File: src/merge_settings.svh
// **********************************************************
// Word width and FIFO depths of the two-port word merger.
// Included by the package and by the top level.
// **********************************************************

`ifndef MERGE_SETTINGS_SVH
`define MERGE_SETTINGS_SVH

// payload width of one data word, all zeros is the null word
`define MERGE_WORD_W 10

// one bit is enough for two ingress ports
`define MERGE_SRC_W 1

// ingress FIFO depth, power of two
`define MERGE_IN_DEPTH 8

// output FIFO depth, power of two
`define MERGE_OUT_DEPTH 4

`endif // MERGE_SETTINGS_SVH

File: src/merge_pkg.sv
// **********************************************************
// Shared types of the word merger: data word, source id and
// the tagged word written into the output FIFO.
// **********************************************************

`default_nettype none

package merge_pkg;

`include "merge_settings.svh"

    // plain data word as pushed by an ingress port
    typedef logic [`MERGE_WORD_W-1:0] word_t;

    // ingress port number, 0 has priority
    typedef logic [`MERGE_SRC_W-1:0] src_t;

    // word plus its source tag, src in the top bit
    typedef struct packed {
        src_t  src;  // port the word came from
        word_t word; // never zero once tagged
    } tagged_t;

    // an all-zero word carries no data
    function automatic logic is_null_word(input word_t w);
        return (w == '0);
    endfunction

endpackage : merge_pkg

`default_nettype wire

File: src/priority_merge.sv
// **********************************************************
// Strict-priority merge of two ingress FIFO heads. Port 0 wins
// whenever it has a word; null words are popped and dropped.
// **********************************************************

`timescale 1ns/1ps
`default_nettype none

module priority_merge import merge_pkg::*; (
    input  logic    clk,          // assertion clock only
    input  logic    reset,        // synchronous active low
    input  word_t   head_word_0,  // ingress FIFO 0 head
    input  logic    head_valid_0, // FIFO 0 not empty
    output logic    pop_0,        // ready of FIFO 0
    input  word_t   head_word_1,  // ingress FIFO 1 head
    input  logic    head_valid_1, // FIFO 1 not empty
    output logic    pop_1,        // ready of FIFO 1
    output tagged_t merged,       // word to the output FIFO
    output logic    merged_valid,
    input  logic    merged_ready  // output FIFO not full
);

    src_t  sel_src;   // port currently granted
    word_t sel_word;  // its head word
    logic  sel_valid; // granted port has a word
    logic  sel_null;  // granted word is all zeros
    logic  take;      // pop the granted head this cycle

    // port 1 is granted only when port 0 is empty
    always_comb
    begin
        if (head_valid_0)
        begin
            sel_src   = src_t'(0);
            sel_word  = head_word_0;
            sel_valid = 1'b1;
        end
        else
        begin
            sel_src   = src_t'(1);
            sel_word  = head_word_1;
            sel_valid = head_valid_1; // may be idle
        end
    end

    assign sel_null = is_null_word(sel_word);

    // nulls never reach the output
    always_comb
    begin
        merged.src   = sel_src;
        merged.word  = sel_word;
        merged_valid = sel_valid & ~sel_null; // no ready in here
    end

    // null words need no room but real ones wait for space
    assign take = sel_valid & (sel_null | merged_ready);

    // at most one pop per cycle to the granted port
    always_comb
    begin
        pop_0 = 1'b0;
        pop_1 = 1'b0;
        if (take)
        begin
            if (sel_src == src_t'(0))
            begin
                pop_0 = 1'b1;
            end
            else
            begin
                pop_1 = 1'b1; // port 0 was empty
            end
        end
    end

    // one FIFO popped per cycle
    a_one_pop : assert property (
        @(posedge clk) disable iff (!reset)
        !(pop_0 && pop_1)
    ) else $error("priority_merge: both ports popped");

    // port 1 waits while port 0 holds a word
    a_port1_yields : assert property (
        @(posedge clk) disable iff (!reset)
        head_valid_0 |-> !pop_1
    ) else $error("priority_merge: port 1 popped over port 0");

    // the output stream carries data only
    a_no_null_out : assert property (
        @(posedge clk) disable iff (!reset)
        merged_valid |-> (merged.word != '0)
    ) else $error("priority_merge: null word forwarded");

endmodule : priority_merge

`default_nettype wire

File: src/word_fifo.sv
// **********************************************************
// Synchronous FIFO with valid/ready on both sides and a type
// parameter for the payload. The head is read from storage with no fall-through.
// **********************************************************

`timescale 1ns/1ps
`default_nettype none

module word_fifo #(
    parameter type payload_t = logic [7:0], // stored item
    parameter int  depth     = 4            // entries as a power of two
) (
    input  logic     clk,
    input  logic     reset,      // synchronous active low
    input  payload_t push_data,  // write side
    input  logic     push_valid,
    output logic     push_ready, // low only when full
    output payload_t pop_data,   // head of the queue
    output logic     pop_valid,  // high when not empty
    input  logic     pop_ready
);

    localparam int addr_w = $clog2(depth); // entry index bits
    localparam int ptr_w  = addr_w + 1;    // extra wrap bit

    // depth must split cleanly into index and wrap bit
    if (depth < 2 || (depth & (depth - 1)) != 0)
    begin : g_bad_depth
        $error("word_fifo depth must be a power of two, at least 2");
    end

    payload_t         mem [depth]; // circular storage
    logic [ptr_w-1:0] wr_ptr;      // next slot to write
    logic [ptr_w-1:0] rd_ptr;      // slot of the head
    logic             full;
    logic             empty;
    logic             do_push;     // accepted write this edge
    logic             do_pop;      // accepted read this edge

    // same index on a different lap means full
    assign full  = (wr_ptr[addr_w] != rd_ptr[addr_w]) &&
                   (wr_ptr[addr_w-1:0] == rd_ptr[addr_w-1:0]);
    assign empty = (wr_ptr == rd_ptr); // same lap too

    assign push_ready = ~full;         // independent of pop side
    assign pop_valid  = ~empty;
    assign pop_data   = mem[rd_ptr[addr_w-1:0]];

    assign do_push = push_valid & push_ready;
    assign do_pop  = pop_valid & pop_ready;

    // storage written on accepted push
    always_ff @(posedge clk)
    begin
        if (do_push)
        begin
            mem[wr_ptr[addr_w-1:0]] <= push_data;
        end
    end

    // write pointer
    always_ff @(posedge clk)
    begin
        if (!reset)
        begin
            wr_ptr <= '0; // empty after reset
        end
        else if (do_push)
        begin
            wr_ptr <= wr_ptr + 1'b1;
        end
    end

    // read pointer
    always_ff @(posedge clk)
    begin
        if (!reset)
        begin
            rd_ptr <= '0;
        end
        else if (do_pop)
        begin
            rd_ptr <= rd_ptr + 1'b1; // next entry becomes head
        end
    end

    // a push offered while full leaves the write pointer alone
    a_no_push_when_full : assert property (
        @(posedge clk) disable iff (!reset)
        (push_valid && full) |=> (wr_ptr == $past(wr_ptr))
    ) else $error("word_fifo: push accepted while full");

    // a pop offered while empty leaves the read pointer alone
    a_no_pop_when_empty : assert property (
        @(posedge clk) disable iff (!reset)
        (pop_ready && empty) |=> (rd_ptr == $past(rd_ptr))
    ) else $error("word_fifo: pop accepted while empty");

endmodule : word_fifo

`default_nettype wire

File: src/word_merge_top.sv
// **********************************************************
// Two-port word merger. Two ingress FIFOs feed a strict-priority
// merge stage, whose tagged words leave through an output FIFO.
// **********************************************************

`timescale 1ns/1ps
`default_nettype none

`include "merge_settings.svh"

module word_merge_top import merge_pkg::*; (
    input  logic  clk,
    input  logic  reset,      // sync, active low
    input  word_t in_word_0,  // port 0 ingress
    input  logic  in_valid_0,
    output logic  in_ready_0,
    input  word_t in_word_1,  // port 1 ingress
    input  logic  in_valid_1,
    output logic  in_ready_1,
    output word_t out_word,   // merged stream
    output src_t  out_src,    // port the word came from
    output logic  out_valid,
    input  logic  out_ready
);

    word_t   head_word_0;  // ingress FIFO heads
    logic    head_valid_0;
    logic    pop_0;
    word_t   head_word_1;
    logic    head_valid_1;
    logic    pop_1;
    tagged_t push_word;    // merge to output FIFO
    logic    push_valid;
    logic    push_ready;
    tagged_t out_head;     // output FIFO head

    // port 0 ingress, the high priority side
    word_fifo #(
        .payload_t (word_t),
        .depth     (`MERGE_IN_DEPTH)
    ) in_fifo_0 (
        .clk        (clk),
        .reset      (reset),
        .push_data  (in_word_0),
        .push_valid (in_valid_0),
        .push_ready (in_ready_0),
        .pop_data   (head_word_0),
        .pop_valid  (head_valid_0),
        .pop_ready  (pop_0)
    );

    // port 1 ingress, served when port 0 is empty
    word_fifo #(
        .payload_t (word_t),
        .depth     (`MERGE_IN_DEPTH)
    ) in_fifo_1 (
        .clk        (clk),
        .reset      (reset),
        .push_data  (in_word_1),
        .push_valid (in_valid_1),
        .push_ready (in_ready_1),
        .pop_data   (head_word_1),
        .pop_valid  (head_valid_1),
        .pop_ready  (pop_1)
    );

    priority_merge merge0 (
        .clk          (clk),
        .reset        (reset),
        .head_word_0  (head_word_0),
        .head_valid_0 (head_valid_0),
        .pop_0        (pop_0),
        .head_word_1  (head_word_1),
        .head_valid_1 (head_valid_1),
        .pop_1        (pop_1),
        .merged       (push_word),
        .merged_valid (push_valid),
        .merged_ready (push_ready)
    );

    // tagged words queue here under back-pressure
    word_fifo #(
        .payload_t (tagged_t),
        .depth     (`MERGE_OUT_DEPTH)
    ) out_fifo0 (
        .clk        (clk),
        .reset      (reset),
        .push_data  (push_word),
        .push_valid (push_valid),
        .push_ready (push_ready),
        .pop_data   (out_head),
        .pop_valid  (out_valid),
        .pop_ready  (out_ready)
    );

    assign out_word = out_head.word; // split the tag off
    assign out_src  = out_head.src;

endmodule : word_merge_top

`default_nettype wire
File: config.mk
export PLATFORM = sky130hd
export DESIGN_NAME = word_merge_top
export DESIGN_NICKNAME = d
export VERILOG_FILES = /design/src/merge_pkg.sv /design/src/priority_merge.sv /design/src/word_fifo.sv /design/src/word_merge_top.sv
export VERILOG_INCLUDE_DIRS = /design/src /design/src/src
export SDC_FILE = /design/constraint.sdc
export NUM_CORES = 1
export LEC_CHECK = 0
export BUFFER_PORTS_ARGS = -buffer_cell sky130_fd_sc_hd__buf_2
export CAP_MARGIN = 20
export CORE_MARGIN = 10
export CORE_UTILIZATION = 60
export DETAILED_ROUTE_END_ITERATION = 10
export PLACE_DENSITY_LB_ADDON = 0.1
export SYNTH_ARGS = -nofsm -noshare
export SYNTH_HDL_FRONTEND = slang
export SYNTH_SLANG_ARGS = --single-unit
File: constraint.sdc
create_clock -name clk -period 8.1 [get_ports clk]
set_clock_uncertainty 0.1 [all_clocks]
set_input_delay 0.405 -clock clk [delete_from_list [all_inputs] [get_ports clk]]
set_output_delay 0.405 -clock clk [all_outputs]
set_load 0.01 [all_outputs]
# ---- Word level (Yosys, flattened, before mapping)
# Memory sizes are Yosys's and may differ from the RTL's. A register that Yosys moved wholly into a read port is not among the register bits.
# Index checks and enable logic that the tools add are counted.
dict set report op_classes {
  reduce_logical 4
  add_sub_neg 6
  n_eq_ne 9
  n_bitwise 16
  n_mux 18
}
# cell n
set ops {}
lappend ops {{$add A4 B1 Y4 const B} 4}
lappend ops {{$mux W3} 4}
lappend ops {{$mux W1} 11}
lappend ops {{$logic_not A10 Y1} 1}
lappend ops {{$mux W10} 1}
lappend ops {{$eq A3 B3 Y1} 3}
lappend ops {{$and A1 B1 Y1} 8}
lappend ops {{$eq A4 B4 Y1} 2}
lappend ops {{$not A1 Y1} 7}
lappend ops {{$add A3 B1 Y3 const B} 2}
lappend ops {{$mux W2} 2}
lappend ops {{$logic_and A1 B1 Y1} 3}
lappend ops {{$ne A1 B1 Y1} 3}
lappend ops {{$eq A2 B2 Y1} 1}
lappend ops {{$or A1 B1 Y1} 1}
dict set report totals {
  regBits 22
  out_inout_bits 14
  elab_cells 62
  memories 3
  ramBits 204
}
# name depth width rd rd_ports_with_merged_regs wr line
set memory_table {}
lappend memory_table {in_fifo_0.mem 8 10 1 1 1 word_fifo.sv:32} ;# payload_t mem [depth];
lappend memory_table {in_fifo_1.mem 8 10 1 1 1 word_fifo.sv:32}
lappend memory_table {out_fifo0.mem 4 11 1 1 1 word_fifo.sv:32}

# ---- Longest topological paths before layout
# Gate-level depths: netlist of run 1.
dict set report depth {
  depth_word 9
  ltp_mapped 9
  depth_no_buf 8
}

# ---- Modules after synthesis
# Synthesis of run 1 repeated with hierarchy kept, for this count alone.
dict set report unflattened {
  hier_cells 549
  area_unflattened_um2 9949.5
}
# mod cells_each area_each_um2 instances
set by_module_without_submodules {}
lappend by_module_without_submodules {{word_fifo (in_fifo_0 ...)} 199 3793.6 2}
lappend by_module_without_submodules {{word_fifo (out_fifo0)} 125 2152.1 1}
lappend by_module_without_submodules {priority_merge 26 210.2 1}

# ---- Least setup slack after synthesis of run 1
# Ideal clock, no wire load.
dict set report synth_path {
  kind {reg-to-reg}
  start {register with a tool-made name}
  end {register in_fifo_1.rd_ptr[3]}
  path_stages_with_launch 10
  arrival_ns 2.534
  t_required_ns 7.930
  synth_period_minus_slack_ns 2.704
  path_slack_ns 5.396
  path_cell_list {dfxtp_1 buf_2 buf_6 mux4_2 nor4_1 o211ai_1 o41ai_2 a31oi_1 or4_1 a21boi_1}
}
# element line
set synth_rtl {}
lappend synth_rtl {{to (signal assigned)} word_fifo.sv:83} ;# rd_ptr <= rd_ptr + 1'b1;
lappend synth_rtl {{to (decl)} word_fifo.sv:34} ;# logic [ptr_w-1:0] rd_ptr;

# ---- Worst setup path in the final report of run 1
dict set report layout_path {
  start {register in_fifo_0.wr_ptr[0]}
  end {register in_fifo_0.rd_ptr[2]}
}
dict set report layout_via {
  elab_chain_cells 7
  elab_cells_between_ends 10
}
# element line
set layout_lines {}
lappend layout_lines {{from (decl)} word_fifo.sv:33} ;# logic [ptr_w-1:0] wr_ptr;
lappend layout_lines {{from (signal assigned)} word_fifo.sv:70} ;# wr_ptr <= wr_ptr + 1'b1;
lappend layout_lines {{$eq A4 B4 Y1 (*)} word_fifo.sv:43} ;# assign empty = (wr_ptr == rd_ptr);
lappend layout_lines {{$mux W10} priority_merge.sv:32} ;# if (head_valid_0)
lappend layout_lines {{$logic_not A10 Y1} merge_pkg.sv:26} ;# return (w == '0);
lappend layout_lines {{$or A1 B1 Y1} priority_merge.sv:57} ;# assign take = sel_valid & (sel_null | merged_ready);
lappend layout_lines {{$and A1 B1 Y1} priority_merge.sv:57}
lappend layout_lines {{$mux W1} priority_merge.sv:64} ;# if (take)
lappend layout_lines {{$and A1 B1 Y1 (*)} word_fifo.sv:50} ;# assign do_pop = pop_valid & pop_ready;
lappend layout_lines {{to (signal assigned)} word_fifo.sv:83}
lappend layout_lines {{to (decl)} word_fifo.sv:34}
# Every way passes the cells marked *; elsewhere a longest branch is shown, timed or not.
# A chain may end at the register's enable or synchronous reset.

==> metrics.cfg, run 1 <==
[outcome]
status=finished clean

[yosys]
ys.flop_type=edfxtp_1
ys_seq_elements=234
yosysMostFrequentCell=edfxtp_1
synth-seq-area-share=0.7238
synth.distinct_cells=38
yosys.area.top_type_share=0.6592
ys_warn_count=0
synth-edff-count=204
synth.area.top_cells=edfxtp_1, mux4_2, dfxtp_1, mux2i_1, xnor2_1
yosys.area.top_type=edfxtp_1
synthCells=493
synth_nets=527
syn_avg_cell_area_um2=18.85
ys_async_sr_fraction=0
netlist_top_cells_count=edfxtp_1, mux4_2, mux2i_1
syn_area_um2=9293

[worst_hold_path]
hp-class=input port to flop

[sta]
tns_ns=0
finalMaxSlewViolations=0
period_minus_slack_ns=3.668
hold_viol_final=0
grt_setup_unrepaired=no
slew_headroom=0.3518
fin_crit_sh=0.4528
max_slew.worst_pin.slew_ns=0.9709
setup_viol=0
hold_slack_ns=0.06744
fmax_mhz=272.6

[clock_tree]
numCtsBuffers=23
root_buffer=clkbuf_16
cts_setup_buffers=0
cts.hold.buffers_added=0
htree_num_levels=1
cts_tree=done
cts_sinks=234
insertion_delay_ns=0.51
cts.clk_slew.worst_paths_ns=0.07
clockBufferDepth=3
cts_resized=0

[drt]
vias_per_cell=6.016
antenna_left=0
drtPass1Iterations=5
wire_per_inst_um=22.66
drt_iter0_drc=366
num_vias=4566
drc=0
finalWirelength_um=17200

[die]
pin_count=39
die_h_um=144.5
die_x_um=144.5
core_area_um2=15200
rows=45
initial_core_util=0.6113
die_area_um2=20870

[place]
gp_congestion=0.7577
hpwl_um=11450
io_buffers=38

[power_and_ir_drop]
pwr-share-comb=0.230
max-vdd-ir-drop_v=0.0001466
leakage_nw=3.498
power_frac_clock=0.301
intPower_w=0.002441
p_per_area_nw_per_um2=321.3
seqPwrFrac=0.469
p_switching_w=0.0009452
p_sw_frac=0.2792

[global_route]
antenna_found_initial=0
grt_usage=0.1714
grt_first_pass_wirelength_um=27070
grt_pass1_vias=4659
grt_overflow=0
grt_max_degree=32

[critical_path]
path_cells=xnor2_1 > nand4b_1 > inv_2 > nand2_1 > o41ai_2 > a31oi_1 > nor3b_1 > mux2i_1
worst-setup-path-type=flop to flop
slowest_delay_ns=0.63
cp_data_arrival_time_ns=4.00
slowest_stage=nand4b_1
endpoint_kind=flop
critical_path_required_ns=8.43
cp_max_fo=18
critPathLaunchType=flop

[cells_and_area]
area_growth_pct=13.41
drive_above_1_share=0.2609
nets=588
fillCellCount=964
diodes=0

[flow_run]
max_cap_violations=0

==> state kept, by name, summed over array words and instances, names as in the netlist, named ones only <==
signal	cells
in_fifo_1.mem	80
in_fifo_0.rd_ptr	4
out_fifo0.wr_ptr	3
in_fifo_0.mem	80
in_fifo_1.wr_ptr	4
in_fifo_1.rd_ptr	4
in_fifo_0.wr_ptr	4
out_fifo0.mem	44
out_fifo0.rd_ptr	3
==> placed cells by master (no fill, tap or decap), types with 3 or more instances in the layout <==
cell type / n
buf_6: 4
mux2_2: 3
and2_1: 15
xor2_1: 6
clkbuf_16: 23
clkinv_2: 6
a21boi_0: 4
edfxtp_1: 204
xnor2_1: 13
nand2_1: 30
nor2_1: 15
buf_4: 14
mux2i_1: 36
nand2b_1: 12
clkinv_1: 4
buf_2: 38
o21ai_0: 5
dfxtp_1: 30
nand3_1: 9
ha_1: 9
nor3_1: 4
mux4_2: 51
clkbuf_1: 3
==> worst max-delay path: cells and delay by family (launching register included) <==
family / cells / cell delay (ns)
compound gates: 2 / 0.72
xor+xnor: 1 / 0.19
simple gates: 3 / 1.30
mux: 1 / 0.24
flops: 1 / 0.50
buf+inv: 1 / 0.54
==> through the flow <==
| stage | std cells | area (um2) | total power [W] | worst slack [ns] | utilization |
|---|---|---|---|---|---|
| 6_report | 759 | 10540 | 0.003386 | 4.432 | 0.6933 |
| 3_3_place_gp | 705 | 9669 | 0.002363 | 4.530 | 0.6360 |
| 4_1_cts | 749 | 10410 | 0.003400 | 4.499 | 0.6849 |
| 5_1_grt | 759 | 10540 | 0.003546 | 4.225 | 0.6933 |
| 3_5_place_dp | 707 | 9688 | 0.002386 | 4.532 | 0.6373 |
| 2_1_floorplan | 493 | 9293 | 0.002138 | 5.396 | - |
==> cell families (layout without fill, tap and decap cells) <==
kind of cell             count (synthesis)  in the layout  share of synthesized area
adder cells (fa/ha/maj)                  9              9                    0.01212
buffers and inverters                   25            103                    0.01293
XOR/XNOR                                19             19                    0.01791
AO/OA/AOI/OAI                           18             18                    0.01373
AND/OR/NAND/NOR                         98             98                    0.05345
multiplexers                            90             90                     0.1660
flip-flops                             234            234                     0.7238
==> power groups by stage <==
stage          clock (W)  combinational (W)  sequential, W
2_1_floorplan          0           0.000566        0.00157
3_3_place_gp           0           0.000736        0.00163
3_5_place_dp           0           0.000749        0.00164
4_1_cts          0.00104           0.000752        0.00161
5_1_grt          0.00109           0.000850        0.00160
6_report         0.00102           0.000778        0.00159
==> path summary, 6_finish.rpt <==
check | cells after the start | end | slack, ns | start
max | 8 | in_fifo_0.rd_ptr[2]$_SDFFE_PN0P_ | 4.43 | in_fifo_0.wr_ptr[0]$_SDFFE_PN0P_
max reg2reg | 8 | in_fifo_0.rd_ptr[2]$_SDFFE_PN0P_ | 4.43 | in_fifo_0.wr_ptr[0]$_SDFFE_PN0P_
min | 1 | in_fifo_1.mem[2][9]$_DFFE_PP_ | 0.07 | in_word_1[9]
min reg2reg | 2 | out_fifo0.wr_ptr[2]$_SDFFE_PN0P_ | 0.41 | out_fifo0.wr_ptr[2]$_SDFFE_PN0P_
==> metal layers <==
| layer | up-vias | wire [um] | part of all wire | GRT usage |
|---|---|---|---|---|
| li1 | 2074 | - | - | - |
| met1 | 2344 | 7871 | 0.46 | 0.2516 |
| met2 | 118 | 8006 | 0.47 | 0.2597 |
| met3 | 30 | 913 | 0.053 | 0.02985 |
| met4 | 0 | 406 | 0.024 | 0.04840 |
| met5 | - | 0 | 0 | 0 |
==> final cells by class <==
| type | instances | area (um2) | share of cell area |
|---|---|---|---|
| Multi-Input combinational cell | 234 | 2446 | 0.2321 |
| Sequential cell | 234 | 6726 | 0.6382 |
| Clock inverter | 16 | 137.6 | 0.01306 |
| Inverter | 3 | 11.26 | 0.001068 |
| Clock buffer | 26 | 586.8 | 0.05568 |
| Tap cell | 188 | 235.2 | 0.02232 |
| Timing Repair Buffer | 58 | 395.4 | 0.03752 |
Power figures use the tool's default switching activity.
==> run 2, diff against run 1 <==
--- a/config.mk
+++ b/config.mk
@@ -6,10 +6,11 @@
 export SDC_FILE = /design/constraint.sdc
 export NUM_CORES = 1
 export LEC_CHECK = 0
+export ABC_AREA = 1
 export BUFFER_PORTS_ARGS = -buffer_cell sky130_fd_sc_hd__buf_2
 export CAP_MARGIN = 20
 export CORE_MARGIN = 10
-export CORE_UTILIZATION = 60
+export CORE_UTILIZATION = 55
 export DETAILED_ROUTE_END_ITERATION = 10
 export PLACE_DENSITY_LB_ADDON = 0.1
 export SYNTH_ARGS = -nofsm -noshare
==> constraint.sdc (replaced) <==
create_clock -name clk -period 3 [get_ports clk]
set_clock_uncertainty 0.1 [all_clocks]
set_input_delay 0.15 -clock clk [delete_from_list [all_inputs] [get_ports clk]]
set_output_delay 0.15 -clock clk [all_outputs]
set_load 0.01 [all_outputs]
==> run 2 against run 1 <==
Effect of this change: final cell count grew 65%; global-route usage is 0.99 points higher; clock-buffer cell count increased by 11; first-iteration DRC count is 29% higher; clock power rose to 2.9 times the previous value; register-to-register slack lost 4.1 ns; non-clock buffer count grew 45; fmax rose by 37%; die area rose by 13%; setup slack worse by 4.1 ns.
==> metrics.cfg, run 2 <==
[critical_path]
slowest_delay_ns=0.43  ; -0.20 ns
cp_data_arrival_time_ns=2.97  ; -1.03 ns
crit_top_cell=nand2_1
path_cells=inv_2 > nand2_1 > nand2_1 > nor2_2 > nand2_2 > nand3_1 > nand2_1 > nor2_1 > nand3_1 > o21bai_2 > nand2_1 > nand2_1 > a21oi_1
endpoint_kind=flop
slowest_stage=dfxtp_1
critPathLaunchType=flop
worst-setup-path-type=flop to flop
critical_path_required_ns=3.28  ; -5.15 ns
cp_top_family=simple AND/OR/NAND/NOR gates
cp_max_fo=17  ; -1
regToRegSetupSlack_ns=0.32  ; -4.11 ns
cp.buffers_inverters=1  ; unchanged

[yosys]
syn_avg_cell_area_um2=10.66  ; -43%
synth.distinct_cells=30  ; -21%
netlist_top_cells_count=nand2_1, edfxtp_1, nor2_1
synth-edff-count=204  ; unchanged
syn_area_um2=9818  ; +5.7%
ys_seq_elements=234  ; unchanged
ys_warn_count=0  ; unchanged
ys_async_sr_fraction=0  ; unchanged
synth.area.top_cells=edfxtp_1, nand2_1, dfxtp_1, nand3_1, nor2_1
yosys.area.top_type_share=0.6239  ; -0.03528
synth_nets=955  ; +81%
ys.flop_type=edfxtp_1
yosysMostFrequentCell=nand2_1
yosys.area.top_type=edfxtp_1
synthCells=921  ; +87%
synth-seq-area-share=0.6851  ; -0.03874

[drt]
wire_per_inst_um=17.35  ; -23%
m1WireLength_um=8921  ; +13%
route.met2.wl_um=10960  ; +37%
drc=0  ; unchanged
finalWirelength_um=21760  ; +26%
vias_per_cell=5.364  ; -11%
top_layer_used=met4
antenna_left=0  ; unchanged
num_vias=6726  ; +47%
wl_met3_um=1251  ; +37%
drt_iter0_drc=472  ; +29%
drtPass1Iterations=4  ; -1

[power_and_ir_drop]
p_per_area_nw_per_um2=935.1  ; +190%
leakage_nw=4.561  ; +30%
max-vdd-ir-drop_v=0.0006264  ; +330%
p_switching_w=0.003601  ; +280%
seqPwrFrac=0.403  ; -0.066
pwr-share-comb=0.317  ; +0.087
power_frac_clock=0.280  ; -0.021
intPower_w=0.007119  ; +190%
p_sw_frac=0.3359  ; +0.05678

[sta]
period_minus_slack_ns=2.682  ; -0.9862 ns
slew_headroom=0.2790  ; -0.07286
fmax_mhz=372.9  ; +37%
hold_slack_ns=0.3390  ; +0.2715 ns
setup_viol=0  ; unchanged
tns_ns=0  ; unchanged
grt_setup_unrepaired=no
fin_crit_sh=0.8938  ; +0.4410
finalMaxSlewViolations=0  ; unchanged
hold_viol_final=0  ; unchanged
max_slew.worst_pin.slew_ns=1.078  ; +0.1066 ns

[clock_tree]
insertion_delay_ns=0.51  ; about the same
cts_tree=done
cts.clk_slew.worst_paths_ns=0.06  ; about the same
htree_num_levels=1  ; unchanged
cts_resized=0  ; unchanged
numCtsBuffers=24  ; +4.3%
cts_sinks=234  ; unchanged
clockBufferDepth=3  ; unchanged
cts_setup_buffers=0  ; unchanged
root_buffer=clkbuf_16
cts.hold.buffers_added=26  ; +26

[die]
core_area_um2=17420  ; +15%
die_h_um=153.6  ; +6.3%
pin_count=39  ; unchanged
rows=48  ; +6.7%
die_x_um=153.6  ; +6.3%
die_area_um2=23600  ; +13%
initial_core_util=0.5637  ; -0.04755

[global_route]
antenna_found_initial=0  ; unchanged
grt_pass1_vias=6724  ; +44%
grt_overflow=0  ; unchanged
grt_usage=0.1813  ; +0.009912
grt_max_degree=42  ; +31%
grt_first_pass_wirelength_um=34890  ; +29%

[cells_and_area]
diodes=0  ; unchanged
drive_above_1_share=0.1234  ; -0.1375
final_common_cell=nand2_1
layout_common_cells=nand2_1, edfxtp_1, nor2_1
nets=1045  ; +78%
area_growth_pct=16.76

[place]
io_buffers=38  ; unchanged
hpwl_um=13920  ; +22%
gp_congestion=0.8578  ; +13%

[worst_hold_path]
hp-class=input port to flop

[outcome]
status=finished clean

[flow_run]
max_cap_violations=0  ; unchanged

## run 2: cell count changes after synthesis, sizes merged, moves of 10 or more
| cell | delta |
|---|---|
| mux4 | -51 |
| and2 | -16 |
| buf | +15 |
| inv | +83 |
| nand3 | +92 |
| nor2 | +99 |
| xnor2 | -11 |
| nand2 | +192 |
| o21ai | +52 |
| o22ai | +10 |
| nand2b | -12 |
| a21oi | +26 |
| mux2i | -36 |
## run 2: path summary, 6_finish.rpt
kind / from / to / cells past startpoint
worst max-delay path: in_fifo_0.rd_ptr[0]$_SDFFE_PN0P_ / in_fifo_0.rd_ptr[0]$_SDFFE_PN0P_ / 13
worst min-delay path: in_word_0[1] / in_fifo_0.mem[4][1]$_DFFE_PP_ / 2
worst max register to register: in_fifo_0.rd_ptr[0]$_SDFFE_PN0P_ / in_fifo_0.rd_ptr[0]$_SDFFE_PN0P_ / 13
worst min register to register: in_fifo_0.wr_ptr[3]$_SDFFE_PN0P_ / in_fifo_0.wr_ptr[3]$_SDFFE_PN0P_ / 1
## run 2: area by class of cell
type / instances / area [um2]
flip-flops and latches: 234 / 6726
fillers: 1314 / 5953
multi-input cells: 559 / 2555
repair buffers: 103 / 763.2
clock buffers: 37 / 690.7
inverters: 89 / 334.1
well taps: 225 / 281.5
clock inverters: 7 / 112.6
## run 2: layer usage
| metal | global-route usage | vias to the layer above |
|---|---|---|
| li1 | - | 3275 |
| met1 | 0.2173 | 3195 |
| met2 | 0.3186 | 203 |
| met3 | 0.03347 | 53 |
| met4 | 0.06523 | 0 |
| met5 | 0 | - |
## run 2: logic make-up after synthesis
group | count (synthesis) | synth area share
simple gates | 442 | 0.1867
flops | 234 | 0.6851
buf+inv | 128 | 0.05467
compound gates | 97 | 0.05225
xor+xnor | 11 | 0.009813
fa+ha+maj | 9 | 0.01147
## run 2: power groups by stage
stage	combinational, W	clock, W	sequential (W)
after floorplan	0.00218	0	0.00432
after global placement	0.00329	0	0.00437
after detailed placement	0.00336	0	0.00438
after CTS	0.00341	0.00304	0.00432
after global routing	0.00381	0.00317	0.00436
final	0.00340	0.00300	0.00432
## run 2: through the flow
step           setup WS [ns]  utilization  power (W)  cell area [um2]  instances
2_1_floorplan         0.5653            -   0.006508             9818        921
3_3_place_gp          0.4097       0.5954   0.007665            10370       1181
3_5_place_dp          0.4000       0.5965   0.007743            10390       1183
4_1_cts               0.3614       0.6575    0.01077            11450       1253
5_1_grt              0.09459       0.6582    0.01133            11460       1254
6_report              0.3185       0.6582    0.01072            11460       1254
==> run 3, diff against run 2 <==
--- a/config.mk
+++ b/config.mk
@@ -9,8 +9,10 @@
 export ABC_AREA = 1
 export BUFFER_PORTS_ARGS = -buffer_cell sky130_fd_sc_hd__buf_2
 export CAP_MARGIN = 20
+export CELL_PAD_IN_SITES_DETAIL_PLACEMENT = 0
+export CELL_PAD_IN_SITES_GLOBAL_PLACEMENT = 1
 export CORE_MARGIN = 10
-export CORE_UTILIZATION = 55
+export CORE_UTILIZATION = 44
 export DETAILED_ROUTE_END_ITERATION = 10
 export PLACE_DENSITY_LB_ADDON = 0.1
 export SYNTH_ARGS = -nofsm -noshare
==> run 3 against run 2 <==
Effect of this change: sequential share of layout area down 0.49 points; routed wire length grew 3.6%; flip-flop and latch count did not move; clock-buffer cell count fell by 5; via count fell by 2.3%; fmax shrank 0.72%; non-clock buffer count rose by 5.
==> metrics.cfg, run 3 (synthesized netlist as in run 2, its figures left out) <==
[clock_tree]
clockBufferDepth=3  ; unchanged
insertion_delay_ns=0.51  ; about the same
root_buffer=clkbuf_16
cts_resized=0  ; unchanged
cts_tree=done
cts_sinks=234  ; unchanged
cts.clk_slew.worst_paths_ns=0.06  ; about the same
numCtsBuffers=25  ; +4.2%
htree_num_levels=1  ; unchanged

[cells_and_area]
fin_area_um2=11560  ; +0.84%
diodes=0  ; unchanged
drive_above_1_share=0.1296  ; +0.006173
fillCellCount=1926  ; +47%
layout_common_cells=nand2_1, edfxtp_1, nor2_1
final_common_cell=nand2_1
seqCellArea_um2=6726  ; unchanged
area_growth_pct=17.74
multi_input_area_um2=2555  ; unchanged
nets=1051  ; +0.57%

[critical_path]
path_cells=buf_4 > nand2_1 > nand3_1 > nand3_1 > nand3_1 > nand2_1 > nor2_1 > nand3_1 > o21bai_2 > nand2_1 > nand2_1 > a21oi_1
cp_max_fo=33  ; +16
slowest_delay_ns=0.52  ; +0.09 ns
path_depth=12  ; -1
cp_top_family=simple AND/OR/NAND/NOR gates
ff2ff_path_depth=12  ; -1
endpoint=in_fifo_0.rd_ptr[1]$_SDFFE_PN0P_
critical_path_required_ns=3.29  ; about the same
endpoint_kind=flop
r2r_end=in_fifo_0.rd_ptr[1]$_SDFFE_PN0P_
slowest_stage=dfxtp_1
cp_data_arrival_time_ns=2.99  ; +0.02 ns
regToRegSetupSlack_ns=0.30  ; -0.02 ns
cp.buffers_inverters=1  ; unchanged
critPathLaunchType=flop
worst-setup-path-type=flop to flop

[sta]
hold_viol_final=0  ; unchanged
max_slew.worst_pin.slew_ns=0.6456  ; -0.4320 ns
timing.final.ws_setup_ns=0.2991  ; -0.01934 ns
slew_headroom=0.5691  ; +0.2902
finalMaxSlewViolations=0  ; unchanged
fmax_mhz=370.2  ; -0.72%
tns_ns=0  ; unchanged
setup_viol=0  ; unchanged
period_minus_slack_ns=2.701  ; +0.01934 ns
fin_crit_sh=0.9003  ; +0.006446
grt_setup_unrepaired=no

[die]
core_area_um2=21890  ; +26%
die_area_um2=28690  ; +22%
die_h_um=169.4  ; +10%
initial_core_util=0.4485  ; -0.1152
pin_count=39  ; unchanged
die_x_um=169.4  ; +10%
rows=54  ; +13%

[power_and_ir_drop]
leakage_nw=4.590  ; +0.64%
pwr-share-comb=0.317  ; about the same
power_frac_clock=0.278  ; -0.002
p_switching_w=0.003598  ; about the same
max-vdd-ir-drop_v=0.0005176  ; -17%
seqPwrFrac=0.405  ; +0.002
p_sw_frac=0.3362  ; about the same
intPower_w=0.007105  ; -0.19%
p_per_area_nw_per_um2=925.9  ; -0.98%

[place]
dp_slack_ns=0.2981  ; -0.1019 ns
hpwl_um=14380  ; +3.3%
io_buffers=38  ; unchanged
gp_congestion=0.8059  ; -6.1%
postPlaceCellArea_um2=10520  ; +1.3%

[global_route]
grt_first_pass_wirelength_um=36270  ; +4.0%
antenna_found_initial=0  ; unchanged
grt_usage=0.1573  ; -0.02396
grt_max_degree=42  ; unchanged
grt_pass1_vias=6669  ; -0.82%
grt_overflow=0  ; unchanged

[worst_hold_path]
hp-class=input port to flop

[drt]
drc=0  ; unchanged
num_vias=6571  ; -2.3%
antenna_left=0  ; unchanged
vias_per_cell=5.001  ; -6.8%
wire_per_inst_um=17.15  ; -1.2%
finalWirelength_um=22530  ; +3.6%
drtPass1Iterations=5  ; +1
drt_iter0_drc=562  ; +19%

[flow_run]
max_cap_violations=0  ; unchanged

[outcome]
status=finished clean

## run 3: changes by cell type in the layout (fill, tap and decap cells not counted)
cell / delta
inv_6: +1
buf_4: +6
clkbuf_1: -3
clkinv_4: -1
clkbuf_8: -2
dlygate4sd3_1: -1
clkinv_1: +2
buf_6: -1
buf_12: +1
clkinv_2: +3
## run 3: through the flow
step	utilization	instances	total power, W	hold slack (ns)
floorplan	-	921	0.006508	0.1489
global placement	0.4798	1243	0.007731	0.3066
detailed placement	0.4807	1245	0.007792	0.3203
CTS	0.5281	1314	0.01081	0.3159
global route	0.5281	1314	0.01139	0.3555
finish	0.5281	1314	0.01070	0.3301
## run 3: per-layer routing
metal  global-route usage  share of wire
met1               0.2015           0.45
met2               0.2730           0.49
met3              0.02594          0.044
met4              0.03677          0.018
met5                    0              0
## run 3: worst min-delay path by stage
stage                     slack (ns)  depth (start not counted)         start                       endpoint
after floorplan                 0.15                          0  in_word_0[0]  in_fifo_0.mem[0][0]$_DFFE_PP_
after global placement          0.31                          1  in_word_0[7]  in_fifo_0.mem[6][7]$_DFFE_PP_
after detailed placement        0.32                          1  in_word_0[0]  in_fifo_0.mem[6][0]$_DFFE_PP_
after CTS                       0.32                          2  in_word_0[1]  in_fifo_0.mem[5][1]$_DFFE_PP_
after global routing            0.36                          2  in_word_0[8]  in_fifo_0.mem[3][8]$_DFFE_PP_
final                           0.33                          2  in_word_0[0]  in_fifo_0.mem[5][0]$_DFFE_PP_
## run 3: power by group through the flow
stage | Sequential [W] | Combinational, W | Clock (W)
2_1_floorplan | 0.00432 | 0.00218 | 0
3_3_place_gp | 0.00438 | 0.00335 | 0
3_5_place_dp | 0.00440 | 0.00340 | 0
4_1_cts | 0.00433 | 0.00344 | 0.00304
5_1_grt | 0.00437 | 0.00383 | 0.00319
6_report | 0.00433 | 0.00340 | 0.00298
## run 3: final cells by class
cell class                      count  share of cell area
Sequential cell                   234              0.5819
Multi-Input combinational cell    559              0.2210
Timing Repair Buffer              108             0.06981
Clock buffer                       32             0.05639
Tap cell                          280             0.03031
Inverter                           89             0.02890
Clock inverter                     12             0.01169
## run 3: what timing repair did
action                                 4_1_cts  5_1_grt
hold buffers                                25        0
setup buffers                                0        0
endpoints found under the hold margin      175        0
